**src/logic/periph_pkg.sv**
```systemverilog
/*
 * Peripheral bus definitions
 * CPU bus cycle view, device selects, local register hits and EMS types
 */
package periph_pkg;

    parameter int ADDR_W      = 20;
    parameter int DATA_W      = 8;
    parameter int EMS_PAGE_W  = 7;
    parameter int EMS_WINDOWS = 4;

    // Fixed ports of the external sound and serial devices
    parameter logic [15:0] TANDY_PORT = 16'h00C0;
    parameter logic [15:0] OPL_PORT   = 16'h0388;
    parameter logic [15:0] UART_PORT  = 16'h03F8;

    typedef struct packed {
        logic [ADDR_W-1:0] address;
        logic [DATA_W-1:0] write_data;
        logic              io_read_n;
        logic              io_write_n;
        logic              memory_read_n;
        logic              address_enable_n;
    } cpu_bus_t;

    // Active low, one per external controller
    typedef struct packed {
        logic dma;
        logic dma_page;
        logic pic;
        logic pit;
        logic ppi;
        logic tandy_sound;
        logic opl;
        logic uart;
    } device_select_t;

    // Active high hits on registers held in this block
    typedef struct packed {
        logic ems_port;
        logic lpt_data;
        logic lpt_status;
    } local_hit_t;

    typedef enum logic [1:0] {
        FRAME_A000 = 2'd0,
        FRAME_C000 = 2'd1,
        FRAME_D000 = 2'd2
    } ems_frame_e;

    typedef enum logic [1:0] {
        EMS_CMD_MAP    = 2'd0,
        EMS_CMD_UNMAP  = 2'd1,
        EMS_CMD_IGNORE = 2'd2
    } ems_cmd_e;

endpackage
```
**src/logic/peripheral_bus.sv**
```systemverilog
/*
 * Peripheral bus top
 * I/O decode, EMS mapper, printer port and CPU read data of the system board
 */
`timescale 1ns/10ps

module peripheral_bus #(
    parameter logic [15:0] EMS_PORT_BASE = 16'h0260,
    parameter logic [15:0] LPT_BASE      = 16'h0378
) (
    input  logic                               clock,
    input  logic                               reset,
    input  periph_pkg::cpu_bus_t               bus_i,
    input  logic                               interrupt_acknowledge_n_i,
    input  logic                               ems_enabled_i,
    input  logic [1:0]                         ems_frame_i,
    input  logic                               covox_enable_i,
    input  logic                               dss_full_i,
    output periph_pkg::device_select_t         device_select_o,
    output logic [periph_pkg::EMS_WINDOWS-1:0] ems_window_o,
    output logic                               covox_write_o,
    output logic [periph_pkg::DATA_W-1:0]      read_data_o,
    output logic                               read_from_chipset_o
);

    periph_pkg::local_hit_t          local_hit;
    logic [periph_pkg::DATA_W-1:0]   ems_byte;
    logic [periph_pkg::DATA_W-1:0]   lpt_data;
    logic [periph_pkg::DATA_W-1:0]   lpt_status;

    io_port_decoder #(
        .EMS_PORT_BASE (EMS_PORT_BASE),
        .LPT_BASE      (LPT_BASE)
    ) u_io_port_decoder (
        .bus_i           (bus_i),
        .ems_enabled_i   (ems_enabled_i),
        .device_select_o (device_select_o),
        .local_hit_o     (local_hit)
    );

    ems_mapper u_ems_mapper (
        .clock        (clock),
        .reset        (reset),
        .bus_i        (bus_i),
        .port_hit_i   (local_hit.ems_port),
        .ems_frame_i  (ems_frame_i),
        .ems_window_o (ems_window_o),
        .read_byte_o  (ems_byte)
    );

    lpt_port u_lpt_port (
        .clock          (clock),
        .reset          (reset),
        .bus_i          (bus_i),
        .data_hit_i     (local_hit.lpt_data),
        .covox_enable_i (covox_enable_i),
        .dss_full_i     (dss_full_i),
        .data_byte_o    (lpt_data),
        .status_byte_o  (lpt_status),
        .covox_write_o  (covox_write_o)
    );

    bus_read_mux u_bus_read_mux (
        .bus_i                     (bus_i),
        .interrupt_acknowledge_n_i (interrupt_acknowledge_n_i),
        .device_select_i           (device_select_o),
        .local_hit_i               (local_hit),
        .ems_byte_i                (ems_byte),
        .lpt_data_i                (lpt_data),
        .lpt_status_i              (lpt_status),
        .read_data_o               (read_data_o),
        .read_from_chipset_o       (read_from_chipset_o)
    );

endmodule

```
**src/logic/bus_read_mux.sv**
```systemverilog
/*
 * CPU read data multiplexer
 * Picks the byte for an I/O read and flags when the chipset drives the bus
 */
`timescale 1ns/10ps

module bus_read_mux (
    input  periph_pkg::cpu_bus_t          bus_i,
    input  logic                          interrupt_acknowledge_n_i,
    input  periph_pkg::device_select_t    device_select_i,
    input  periph_pkg::local_hit_t        local_hit_i,
    input  logic [periph_pkg::DATA_W-1:0] ems_byte_i,
    input  logic [periph_pkg::DATA_W-1:0] lpt_data_i,
    input  logic [periph_pkg::DATA_W-1:0] lpt_status_i,
    output logic [periph_pkg::DATA_W-1:0] read_data_o,
    output logic                          read_from_chipset_o
);

    logic io_read;
    logic external_read;

    assign io_read = !bus_i.io_read_n;

    // PIC, PIT and PPI live outside this block, their data is not returned
    assign external_read = io_read &&
        (!device_select_i.pic || !device_select_i.pit || !device_select_i.ppi);

    always_comb begin
        read_data_o         = '0;
        read_from_chipset_o = 1'b0;
        if (!interrupt_acknowledge_n_i) begin
            read_from_chipset_o = 1'b1;
        end else if (io_read && local_hit_i.ems_port) begin
            read_from_chipset_o = 1'b1;
            read_data_o         = ems_byte_i;
        end else if (io_read && local_hit_i.lpt_data) begin
            read_from_chipset_o = 1'b1;
            read_data_o         = lpt_data_i;
        end else if (io_read && local_hit_i.lpt_status) begin
            read_from_chipset_o = 1'b1;
            read_data_o         = lpt_status_i;
        end else if (external_read) begin
            read_from_chipset_o = 1'b1;
        end
    end

endmodule

```
**src/logic/lpt_port.sv**
```systemverilog
/*
 * Parallel port
 * Data latch, status byte with the sound FIFO full flag, sample write strobe
 */
`timescale 1ns/10ps

module lpt_port (
    input  logic                          clock,
    input  logic                          reset,
    input  periph_pkg::cpu_bus_t          bus_i,
    input  logic                          data_hit_i,
    input  logic                          covox_enable_i,
    input  logic                          dss_full_i,
    output logic [periph_pkg::DATA_W-1:0] data_byte_o,
    output logic [periph_pkg::DATA_W-1:0] status_byte_o,
    output logic                          covox_write_o
);

    logic data_write;

    assign data_write = data_hit_i && !bus_i.io_write_n;

    // Idle printer lines read back high
    always_ff @(posedge clock or posedge reset) begin
        if (reset) begin
            data_byte_o <= 8'hFF;
        end else if (data_write) begin
            data_byte_o <= bus_i.write_data;
        end
    end

    // Only the ACK position is used, it reports the DSS FIFO full
    assign status_byte_o = {1'b0, dss_full_i, 6'b000000};

    // Sample player takes every byte written while enabled
    assign covox_write_o = data_write && covox_enable_i;

    // Data hit from the decoder needs an I/O cycle
    data_hit_in_io_cycle: assert property (@(posedge clock) disable iff (reset)
        data_hit_i |-> (!bus_i.io_read_n || !bus_i.io_write_n));

endmodule

```
**src/logic/ems_mapper.sv**
```systemverilog
/*
 * EMS page mapper
 * Four page registers behind the EMS ports and the window hits in the page frame
 */
`timescale 1ns/10ps

module ems_mapper (
    input  logic                               clock,
    input  logic                               reset,
    input  periph_pkg::cpu_bus_t               bus_i,
    input  logic                               port_hit_i,
    input  logic [1:0]                         ems_frame_i,
    output logic [periph_pkg::EMS_WINDOWS-1:0] ems_window_o,
    output logic [periph_pkg::DATA_W-1:0]      read_byte_o
);

    logic [periph_pkg::EMS_PAGE_W-1:0]          page_q [periph_pkg::EMS_WINDOWS];
    logic [periph_pkg::EMS_WINDOWS-1:0]         enable_q;
    logic [$clog2(periph_pkg::EMS_WINDOWS)-1:0] page_index;
    logic                                       io_request;
    logic [3:0]                                 frame_nibble;
    periph_pkg::ems_cmd_e                       write_cmd;
    periph_pkg::ems_frame_e                     frame;

    assign io_request = !bus_i.io_read_n || !bus_i.io_write_n;
    assign page_index = bus_i.address[1:0];

    // FFh unmaps, bytes below 80h map, the rest are ignored
    always_comb begin
        if (bus_i.write_data == 8'hFF) begin
            write_cmd = periph_pkg::EMS_CMD_UNMAP;
        end else if (bus_i.write_data < 8'h80) begin
            write_cmd = periph_pkg::EMS_CMD_MAP;
        end else begin
            write_cmd = periph_pkg::EMS_CMD_IGNORE;
        end
    end

    always_ff @(posedge clock or posedge reset) begin
        if (reset) begin
            for (int i = 0; i < periph_pkg::EMS_WINDOWS; i++) begin
                page_q[i] <= '0;
            end
            enable_q <= '0;
        end else if (port_hit_i && !bus_i.io_write_n) begin
            case (write_cmd)
                periph_pkg::EMS_CMD_MAP: begin
                    page_q[page_index]   <= bus_i.write_data[periph_pkg::EMS_PAGE_W-1:0];
                    enable_q[page_index] <= 1'b1;
                end
                periph_pkg::EMS_CMD_UNMAP: begin
                    page_q[page_index]   <= '1;
                    enable_q[page_index] <= 1'b0;
                end
                default: begin
                end
            endcase
        end
    end

    assign read_byte_o = enable_q[page_index] ?
        {{(periph_pkg::DATA_W - periph_pkg::EMS_PAGE_W){1'b0}}, page_q[page_index]} : 8'hFF;

    // Input value 3 falls back to the D000 frame
    always_comb begin
        case (ems_frame_i)
            2'd0:    frame = periph_pkg::FRAME_A000;
            2'd1:    frame = periph_pkg::FRAME_C000;
            default: frame = periph_pkg::FRAME_D000;
        endcase
        case (frame)
            periph_pkg::FRAME_A000: frame_nibble = 4'hA;
            periph_pkg::FRAME_C000: frame_nibble = 4'hC;
            default:                frame_nibble = 4'hD;
        endcase
    end

    // 16 KB windows, consecutive inside the 64 KB frame
    always_comb begin
        for (int k = 0; k < periph_pkg::EMS_WINDOWS; k++) begin
            ems_window_o[k] = !io_request && enable_q[k] &&
                              bus_i.address[19:14] == {frame_nibble, 2'(k)};
        end
    end

    window_quiet_during_io: assert property (@(posedge clock) disable iff (reset)
        io_request |-> ems_window_o == '0);

    // The decoder only reports a port hit inside an I/O cycle
    port_hit_in_io_cycle: assert property (@(posedge clock) disable iff (reset)
        port_hit_i |-> io_request);

endmodule

```
**src/logic/io_port_decoder.sv**
```systemverilog
/*
 * I/O port decoder
 * Chip selects for the external controllers and hits on local registers
 */
`timescale 1ns/10ps

module io_port_decoder #(
    parameter logic [15:0] EMS_PORT_BASE = 16'h0260,
    parameter logic [15:0] LPT_BASE      = 16'h0378
) (
    input  periph_pkg::cpu_bus_t       bus_i,
    input  logic                       ems_enabled_i,
    output periph_pkg::device_select_t device_select_o,
    output periph_pkg::local_hit_t     local_hit_o
);

    logic        io_request;
    logic        board_space;
    logic [15:0] io_address;
    logic [15:0] lpt_status_port;

    assign io_request      = !bus_i.io_read_n || !bus_i.io_write_n;
    assign io_address      = bus_i.address[15:0];
    assign lpt_status_port = LPT_BASE + 16'd1;

    // Motherboard devices sit in the first 256 ports, 32 ports each
    assign board_space = io_request && !bus_i.address_enable_n &&
                         !bus_i.address[9] && !bus_i.address[8];

    always_comb begin
        device_select_o = '1;
        if (board_space) begin
            case (bus_i.address[7:5])
                3'd0:    device_select_o.dma      = 1'b0;
                3'd1:    device_select_o.pic      = 1'b0;
                3'd2:    device_select_o.pit      = 1'b0;
                3'd3:    device_select_o.ppi      = 1'b0;
                3'd4:    device_select_o.dma_page = 1'b0;
                default: device_select_o.dma      = 1'b1;
            endcase
        end

        // C0h..C7h
        device_select_o.tandy_sound =
            !(io_request && {io_address[15:3], 3'b000} == periph_pkg::TANDY_PORT);
        // 388h..389h
        device_select_o.opl =
            !(io_request && {io_address[15:1], 1'b0} == periph_pkg::OPL_PORT);
        // 3F8h..3FFh
        device_select_o.uart =
            !(io_request && {io_address[15:3], 3'b000} == periph_pkg::UART_PORT);
    end

    always_comb begin
        local_hit_o.ems_port   = io_request && ems_enabled_i &&
                                 {io_address[15:2], 2'b00} == EMS_PORT_BASE;
        local_hit_o.lpt_data   = io_request && io_address == LPT_BASE;
        local_hit_o.lpt_status = io_request && io_address == lpt_status_port;
    end

    // Address ranges of the controllers never overlap
    always_comb begin
        assert ($onehot0(~device_select_o))
        else $error("more than one device select active: %h", device_select_o);
    end

endmodule

```
**config.mk**
```make
export PLATFORM = sky130hd
export DESIGN_NAME = peripheral_bus
export DESIGN_NICKNAME = d
export VERILOG_FILES = /design/src/logic/periph_pkg.sv /design/src/logic/peripheral_bus.sv /design/src/logic/bus_read_mux.sv /design/src/logic/lpt_port.sv /design/src/logic/ems_mapper.sv /design/src/logic/io_port_decoder.sv
export SDC_FILE = /design/constraint.sdc
export NUM_CORES = 1
export LEC_CHECK = 0
export BUFFER_PORTS_ARGS = -buffer_cell sky130_fd_sc_hd__buf_2
export CAP_MARGIN = 20
export CELL_PAD_IN_SITES_DETAIL_PLACEMENT = 1
export CELL_PAD_IN_SITES_GLOBAL_PLACEMENT = 1
export CORE_ASPECT_RATIO = 1.2
export CORE_MARGIN = 1.5
export CORE_UTILIZATION = 39
export DETAILED_ROUTE_END_ITERATION = 7
export PLACE_DENSITY = 0.85
export SLEW_MARGIN = 20
export SYNTH_ARGS = -nofsm -noshare
export SYNTH_HDL_FRONTEND = slang
export SYNTH_SLANG_ARGS = --single-unit
```
**constraint.sdc**
```tcl
create_clock -name clock -period 3.8 [get_ports clock]
set_input_delay 0.95 -clock clock [delete_from_list [all_inputs] [get_ports clock]]
set_output_delay 0.95 -clock clock [all_outputs]
set_load 0.005 [all_outputs]
```
==> summary.md, run 1 <==
| Metric | Value |
|---|---|
| Chip height | `89.8 um` |
| RSZ-0062 raised after global routing | `false` |
| Avg Cell Area, Syn | `10.7 um^2` |
| Internal power component | `655 uW` |
| Most numerous cell on the critical path | `buf_2` |
| P_sw | `213 uW` |
| Area after DPL | `0.00287 mm^2` |
| Number of synthesized flops with an enable pin | `0` |
| Slew margin rel. | `36.4%` |
| Worst EP required | `2.85 ns` |
| Gate power share | `11.0%` |
| First-pass GRT wire length | `12,700 um` |
| Sequential cell area | `0.00101 mm^2` |
| TNS Setup | `0 ns` |
| Initial antenna violation count | `0` |
| GRT Residual Overflow | `0` |
| Max-Cap Viols | `0` |
| Seq/Total Area, Yosys | `41.3%` |
| H-tree depth | `2` |
| Starting Density | `40.5%` |
| Xor and xnor fraction of the mapped netlist area | `0%` |
| CP max stage delay | `0.54 ns` |
| Layout fillers | `710` |
| Met2 routed WL | `4220 um` |
| Asr flop ratio synth | `100%` |
| Overall Global Routing Usage | `24.6%` |
| Area of the multi-input gates | `0.00137 mm^2` |
| Worst Tran Pin Value | `0.954 ns` |
| Syn Std Cell Area | `0.00245 mm^2` |
| Buffers on Ports | `60` |
| Worst path cell trace | `buf_2 -> nor3b_1 -> and4_1 -> nand3_1 -> a21boi_0 -> buf_2` |
| 1st-iter DRT viols | `137` |
| Compound-gate portion of the synthesized area | `18.3%` |
| Tmin final | `3.53 ns` |
| Row count | `31` |
| CTS buffer count | `5` |
| Switch share | `24.5%` |
| Cts hold-fix bufs | `0` |
| Post-CTS Setup Repair Bufs | `0` |
| Status | `finished, final reports clean` |
| Largest net degree at the start of global routing | `27` |
| DP HPWL | `6080 um` |
| Highest metal used | `met4` |
| WS Path Type | `input port to output port` |
| PD cells | `291 mW/mm^2` |
| WL met1 | `2930 um` |
| Worst slack, placed | `0.296 ns` |
| Type of the most critical hold path | `flop to flop` |
| Critical-path top delay cell | `and4_1` |
| CP Max Fanout | `10` |
| Final nets | `334` |
| Fmax | `0.284 GHz` |
| Clock Sinks | `40` |
| Reg power frac | `49.1%` |
| Core area | `0.00605 mm^2` |
| CTS tree | `done` |
| Max clock buf depth | `2` |
| RePlAce Congestion | `0.851` |
| Vias in the first global route | `2,526` |
| Clock skew after layout | `0 ns` |
| # setup viols final | `0` |
| Die W | `75.4 um` |
| Wire per inst | `20.7 um` |
| DRT Wirelength | `7810 um` |
| Final hold vios | `0` |
| Share of cells above drive strength 1 | `38.6%` |
| Area growth syn-to-layout | `21.9%` |
| Cell area after layout | `0.00299 mm^2` |
| Critical path's top delay family | `simple AND/OR/NAND/NOR gates` |
| Startpoint Class | `input port` |
| Slew Limit Fails | `0` |
| Final period util | `92.8%` |
| Main combinational cell family by area after synthesis | `simple AND/OR/NAND/NOR gates` |
| R2R Setup Slk | `3.01 ns` |
| Post-synth cell types | `45` |
| Drt drc | `0` |
| Via count | `2,287` |
| Ant diodes | `0` |
| Bufs and invs on worst path | `2` |
| CP Capture Type | `output port` |
| Die area | `0.00677 mm^2` |
| Syn. warnings | `0` |
| Via-to-Cell Ratio | `6.07` |
| ANT nets after route | `0` |
| Max VDD drop | `0.000210 V` |
| Post-synthesis simple-gate area fraction | `26.8%` |
| Clock Latency Late Sink | `0.29 ns` |
| Multiplexer area fraction after synthesis | `11.0%` |
| Mapped Cells | `229` |
| Main synth FF type | `dfrtp_1` |
| # resized after CTS | `0` |
| Clock Power Share | `39.9%` |
| DRT Pass-1 Iters | `4` |
| Ports | `62` |
| Leak | `0.00128 uW` |
| CTS clk-pin slew, worst paths | `0.08 ns` |
| Met3 WL post-DR | `430 um` |
| Synth Register Bits | `40` |
| PnR worst setup slack | `0.273 ns` |
| CP arrival | `2.58 ns` |
| Adder-Cell Fraction of Synth Area | `0%` |
| Post-Syn Nets | `269` |
| Clock Tree Root | `clkbuf_8` |
flip-flops by register name, summed over array words and instances (netlist names), named ones only:
register                flops
u_ems_mapper.page_q        28
u_lpt_port.data_byte_o      8
synthesized netlist by cell type, drive strengths merged, types with 5 or more instances:
| cell type | number | area [um^2] |
|---|---|---|
| mux2 | 8 | 90.1 |
| nor4 | 6 | 113 |
| o22a | 24 | 210 |
| nor2 | 17 | 63.8 |
| clkbuf | 8 | 30.0 |
| dfrtp | 32 | 801 |
| a21boi | 8 | 60.1 |
| nand2 | 8 | 30.0 |
| mux4 | 8 | 180 |
| nand2b | 9 | 56.3 |
| dfstp | 8 | 210 |
| and3 | 6 | 37.5 |
| nand3 | 25 | 125 |
| a31oi | 5 | 31.3 |
power groups by stage:
stage | registers, uW | logic, uW | clock network [uW]
CTS | 426 | 95.4 | 349
finish | 426 | 95.3 | 346
global placement | 434 | 91.8 | 0
detailed placement | 434 | 94.7 | 0
floorplan | 434 | 44.7 | 0
global route | 426 | 104 | 368
metrics by stage:
stage,utilization [%],instances,hold slack [ns],total power (uW)
4_1_cts,49.3,377,0.516,870
3_5_place_dp,47.5,369,0.497,529
2_1_floorplan,-,229,0.463,479
6_report,49.3,377,0.511,868
3_3_place_gp,47.5,369,0.484,526
5_1_grt,49.3,377,0.535,899
placed cells by master, fill, tap and decap left out, types with 4 or more instances in the layout:
cell       n
buf_2     60
dfrtp_1   32
nand3_1   25
o22a_1    24
nor2_1    17
buf_4     10
nand2b_1   9
nand2_1    8
mux2_2     8
mux4_2     8
a21boi_0   8
dfstp_2    8
and3_1     6
nor4_4     5
a31oi_1    5
clkbuf_8   5
a21oi_1    4
o21ai_0    4
cell type report:
type	count	area share [%]
Multi-Input combinational cell	174	46.0
Sequential cell	40	33.9
Timing Repair Buffer	70	12.6
Tap cell	82	3.44
Clock buffer	5	2.31
Clock inverter	3	1.42
Inverter	3	0.377
layer usage:
layer | track usage (%) | vias up
met4 | 11.3 | 0
li1 | - | 1031
met5 | 0 | -
met1 | 27.2 | 1144
met3 | 4.15 | 23
met2 | 44.2 | 89
path summary, 6_finish.rpt:
kind,cells after the start,end,start
setup / recovery,6,read_data_o[5],bus_i[19]
hold / removal,1,u_ems_mapper.page_q[12],u_ems_mapper.page_q[12]
min in group asynchronous,2,u_ems_mapper.page_q[26],reset
setup reg to reg,2,flop,flop
hold reg to reg,1,u_ems_mapper.page_q[12],u_ems_mapper.page_q[12]
max in group asynchronous,3,u_lpt_port.data_byte_o[6],reset
cell families (layout without fill, tap and decap cells):
kind of cell,after synthesis,count (layout)
compound gates,58,58
buf+inv,15,81
flops,40,40
mux,16,16
simple gates,100,100
(Power assumes the default switching activity.)
==> inputs of run 2 (changes only) <==
--- a/config.mk
+++ b/config.mk
@@ -13,8 +13,9 @@
 export CORE_MARGIN = 1.5
 export CORE_UTILIZATION = 39
 export DETAILED_ROUTE_END_ITERATION = 7
-export PLACE_DENSITY = 0.85
+export PLACE_DENSITY = 0.84
 export SLEW_MARGIN = 20
 export SYNTH_ARGS = -nofsm -noshare
 export SYNTH_HDL_FRONTEND = slang
+export SYNTH_HIERARCHICAL = 1
 export SYNTH_SLANG_ARGS = --single-unit
==> run 2 against run 1 <==
The run now ends with design-rule violations left. Setup slack got worse by 0.047 ns. Critical endpoint is now read_data_o[6]. Non-clock buffer count is 2 higher. Worst hold slack better by 0.013 ns. First-iteration DRC count grew 93%.
==> summary.md, run 2 <==
| Metric | Value |
|---|---|
| Status | `finished, violations left (was finished, final reports clean)` |
| Failing checks | `design-rule violations` |
| Drt drc | `1 (was 0)` |
| Final nets | `438 (was 334)` |
| Commonest cells post-synth | `57 x nor3_1, 36 x nand2b_1, 36 x nor2_1 (was 32 x dfrtp_1, 25 x nand3_1, 24 x o22a_1)` |
| Internal power component | `680 uW (was 655 uW)` |
| Met1 GRT Util | `26.5% (was 27.2%)` |
| GRT Residual Overflow | `0 (unchanged)` |
| CTS buffer count | `5 (unchanged)` |
| Worst path cell trace | `buf_2 -> nor4_2 -> nand2_1 -> nor4_1 -> buf_4 -> nand3b_1 -> a221oi_2 -> buf_2 (was buf_2 -> nor3b_1 -> and4_1 -> nand3_1 -> a21boi_0 -> buf_2)` |
| Starting Density | `40.7% (was 40.5%)` |
| Ports | `62 (unchanged)` |
| Vias in the first global route | `2,915 (was 2,526)` |
| Area growth syn-to-layout | `12.9% (was 21.9%)` |
| Asr flop ratio synth | `100% (unchanged)` |
| CP Depth | `8 (was 6)` |
| First-pass GRT wire length | `14,700 um (was 12,700 um)` |
| CP startpoint | `bus_i[22] (was bus_i[19])` |
| Commonest non-fill, non-tap cell in the layout | `buf_2 (unchanged)` |
| Slew Limit Fails | `0 (unchanged)` |
| Via count | `2,797 (was 2,287)` |
| Wire per inst | `18.1 um (was 20.7 um)` |
| Syn Std Cell Area | `0.00315 mm^2 (was 0.00245 mm^2)` |
| PD cells | `256 mW/mm^2 (was 291 mW/mm^2)` |
| GRT busiest layer | `met2 (unchanged)` |
| ANT nets after route | `0 (unchanged)` |
| P_sw | `232 uW (was 213 uW)` |
| Seq/Total Area, Yosys | `32.1% (was 41.3%)` |
| Clock Tree Root | `clkbuf_8 (unchanged)` |
| Via-to-Cell Ratio | `5.70 (was 6.07)` |
| Overall Global Routing Usage | `21.4% (was 24.6%)` |
| Critical path's top delay family | `simple AND/OR/NAND/NOR gates (unchanged)` |
| Reg2Reg Launch Point | `u_ems_mapper/page_q[11]` |
| Max-Cap Viols | `0 (unchanged)` |
| Switch share | `25.5% (was 24.5%)` |
| Mapped Cells | `349 (was 229)` |
| Worst slack, placed | `0.193 ns (was 0.296 ns)` |
| Fmax | `0.280 GHz (was 0.284 GHz)` |
| Final hold vios | `0 (unchanged)` |
| Number of synthesized flops with an enable pin | `0 (unchanged)` |
| Yosys top cell by area | `dfrtp_1 (unchanged)` |
| Die area | `0.00864 mm^2 (was 0.00677 mm^2)` |
| GR Layer Usage met2 | `39.8% (was 44.2%)` |
| Met3 usage | `2.28% (was 4.15%)` |
| # setup viols final | `0 (unchanged)` |
| Clock Sinks | `40 (unchanged)` |
| R2R depth | `3 (was 2)` |
| Critical-path top delay cell | `nor4_1 (was and4_1)` |
| Initial antenna violation count | `0 (unchanged)` |
| CTS tree | `done (unchanged)` |
| Buffers on Ports | `60 (unchanged)` |
| Layout Utilization | `45.9% (was 49.3%)` |
| Leak | `0.00149 uW (was 0.00128 uW)` |
| Tmin final | `3.57 ns (was 3.53 ns)` |
| Startpoint Class | `input port (unchanged)` |
| Post-CTS Setup Repair Bufs | `0 (unchanged)` |
| CP Max Fanout | `9 (was 10)` |
| Reg power frac | `46.7% (was 49.1%)` |
| Max VDD drop | `0.000148 V (was 0.000210 V)` |
| Share of the synthesized area in the top cell type | `25.4% (was 32.7%)` |
| Synth Register Bits | `40 (unchanged)` |
| Worst Tran Pin Value | `0.639 ns (was 0.954 ns)` |
| Core area | `0.00775 mm^2 (was 0.00605 mm^2)` |
| PnR worst setup slack | `0.226 ns (was 0.273 ns)` |
| CP max stage delay | `0.35 ns (was 0.54 ns)` |
| Most frequent cell after synthesis | `nor3_1 (was dfrtp_1)` |
| Cts hold-fix bufs | `0 (unchanged)` |
| Area contributors post-synth | `dfrtp_1 25%, nor3_1 9.0%, nand2b_1 7.1% (was dfrtp_1 33%, dfstp_2 8.6%, o22a_1 8.6%)` |
| Hold Crit Depth | `1 (unchanged)` |
| Type of the most critical hold path | `flop to flop (unchanged)` |
| DP HPWL | `6450 um (was 6080 um)` |
| Worst EP required | `2.85 ns (about the same)` |
| Slew margin rel. | `57.0% (was 36.4%)` |
| Most frequent cells in the layout | `60 x buf_2, 57 x nor3_1, 36 x nand2b_1, 36 x nor2_1 (was 60 x buf_2, 32 x dfrtp_1, 25 x nand3_1)` |
| Area of the multi-input gates | `0.00187 mm^2 (was 0.00137 mm^2)` |
| Bufs and invs on worst path | `3 (was 2)` |
| Largest net degree at the start of global routing | `62 (was 27)` |
| CP Capture Type | `output port (unchanged)` |
| Post-synth cell types | `47 (was 45)` |
| CTS clk-pin slew, worst paths | `0.08 ns (about the same)` |
| Max FFs per register | `28 (unchanged)` |
| Row count | `35 (was 31)` |
| Sequential cell area | `0.00101 mm^2 (unchanged)` |
| WS Path Type | `input port to output port (unchanged)` |
| RePlAce Congestion | `0.800 (was 0.851)` |
| Syn. warnings | `6 (was 0)` |
| CP arrival | `2.62 ns (was 2.58 ns)` |
| Largest regs | `u_ems_mapper/page_q (28), u_lpt_port/data_byte_o (8) (was u_ems_mapper.page_q (28), u_lpt_port.data_byte_o (8))` |
| TNS Setup | `0 ns (unchanged)` |
| H-tree depth | `2 (unchanged)` |
| Most numerous cell on the critical path | `buf_2 (unchanged)` |
| Max clock buf depth | `2 (unchanged)` |
| Chip height | `101 um (was 89.8 um)` |
| Die W | `85.1 um (was 75.4 um)` |
| Ant diodes | `0 (unchanged)` |
| Biggest register | `u_ems_mapper/page_q (was u_ems_mapper.page_q)` |
| Layout fillers | `947 (was 710)` |
| Main synth FF type | `dfrtp_1 (unchanged)` |
| # resized after CTS | `0 (unchanged)` |
| Gate power share | `12.4% (was 11.0%)` |
| 1st-iter DRT viols | `264 (was 137)` |
| DRT Pass-1 Iters | `6 (was 4)` |
| Clock Latency Late Sink | `0.29 ns (about the same)` |
| Clock skew after layout | `0 ns (unchanged)` |
| RSZ-0062 raised after global routing | `false (unchanged)` |
| Final period util | `94.1% (was 92.8%)` |
| DRT Wirelength | `8880 um (was 7810 um)` |
| Share of cells above drive strength 1 | `33.3% (was 38.6%)` |
| Avg Cell Area, Syn | `9.03 um^2 (was 10.7 um^2)` |
| Clock Power Share | `40.9% (was 39.9%)` |
==> run 2: changes by cell type after synthesis, sizes merged, moves of 5 or more <==
cell	before	now
nor3	3	57
a21oi	4	40
nand2b	9	36
buf	4	26
nand3	25	4
nor2	17	37
o22a	24	4
inv	3	12
a21boi	8	0
a221oi	0	8
nand3b	3	11
a31oi	5	0
and3	6	1
==> run 2: per-stage QoR <==
step | std cells | power [uW] | instance area (um^2) | hold slack, ns
floorplan | 355 | 503 | 3180 | 0.477
global placement | 483 | 542 | 3440 | 0.507
detailed placement | 483 | 546 | 3440 | 0.512
CTS | 491 | 920 | 3560 | 0.529
global route | 491 | 948 | 3560 | 0.541
finish | 491 | 913 | 3560 | 0.524
==> run 2: cell type report <==
| type | instances | area share, % |
|---|---|---|
| well taps | 92 | 3.23 |
| flip-flops and latches | 40 | 28.4 |
| multi-input cells | 267 | 52.4 |
| inverters | 12 | 1.26 |
| clock buffers | 6 | 2.32 |
| repair buffers | 72 | 11.3 |
| clock inverters | 2 | 1.09 |
==> run 2: cell families after synthesis <==
group | count (synthesis) | share of synthesized area, %
simple gates | 189 | 35.6
compound gates | 55 | 13.0
buf+inv | 48 | 9.68
flops | 40 | 32.1
mux | 16 | 9.52
other cells | 1 | 0.119
==> run 2: power by group through the flow <==
stage	logic [uW]	registers, uW	clock network, uW
2_1_floorplan	69.4	434	0
4_1_cts	113	426	381
6_report	113	426	373
3_3_place_gp	108	434	0
5_1_grt	125	426	397
3_5_place_dp	112	434	0
==> run 2: worst reg2reg max path, cell delays in order, from the launching register on <==
cell and delay (ns):
dfrtp_1 0.42, nand2b_1 0.15, a21oi_1 0.15, nor3_1 0.08
==> run 2: per-layer routing <==
layer  wire length (um)  part of all wire [%]  vias up
li1                   -                     -     1325
met1               3670                    41     1394
met2               4810                    54       70
met3                313                   3.5        8
met4                 89                   1.0        0
met5                  0                     0        -
==> run 2: path summary, 6_finish.rpt <==
kind                                           end  slack [ns]
min in group asynchronous  u_ems_mapper/page_q[22]        0.74
min reg2reg                                   flop        0.52
max in group asynchronous   u_ems_mapper/page_q[9]        2.73
max reg2reg                u_ems_mapper/page_q[11]        2.88
min                                           flop        0.52
max                                 read_data_o[6]        0.23
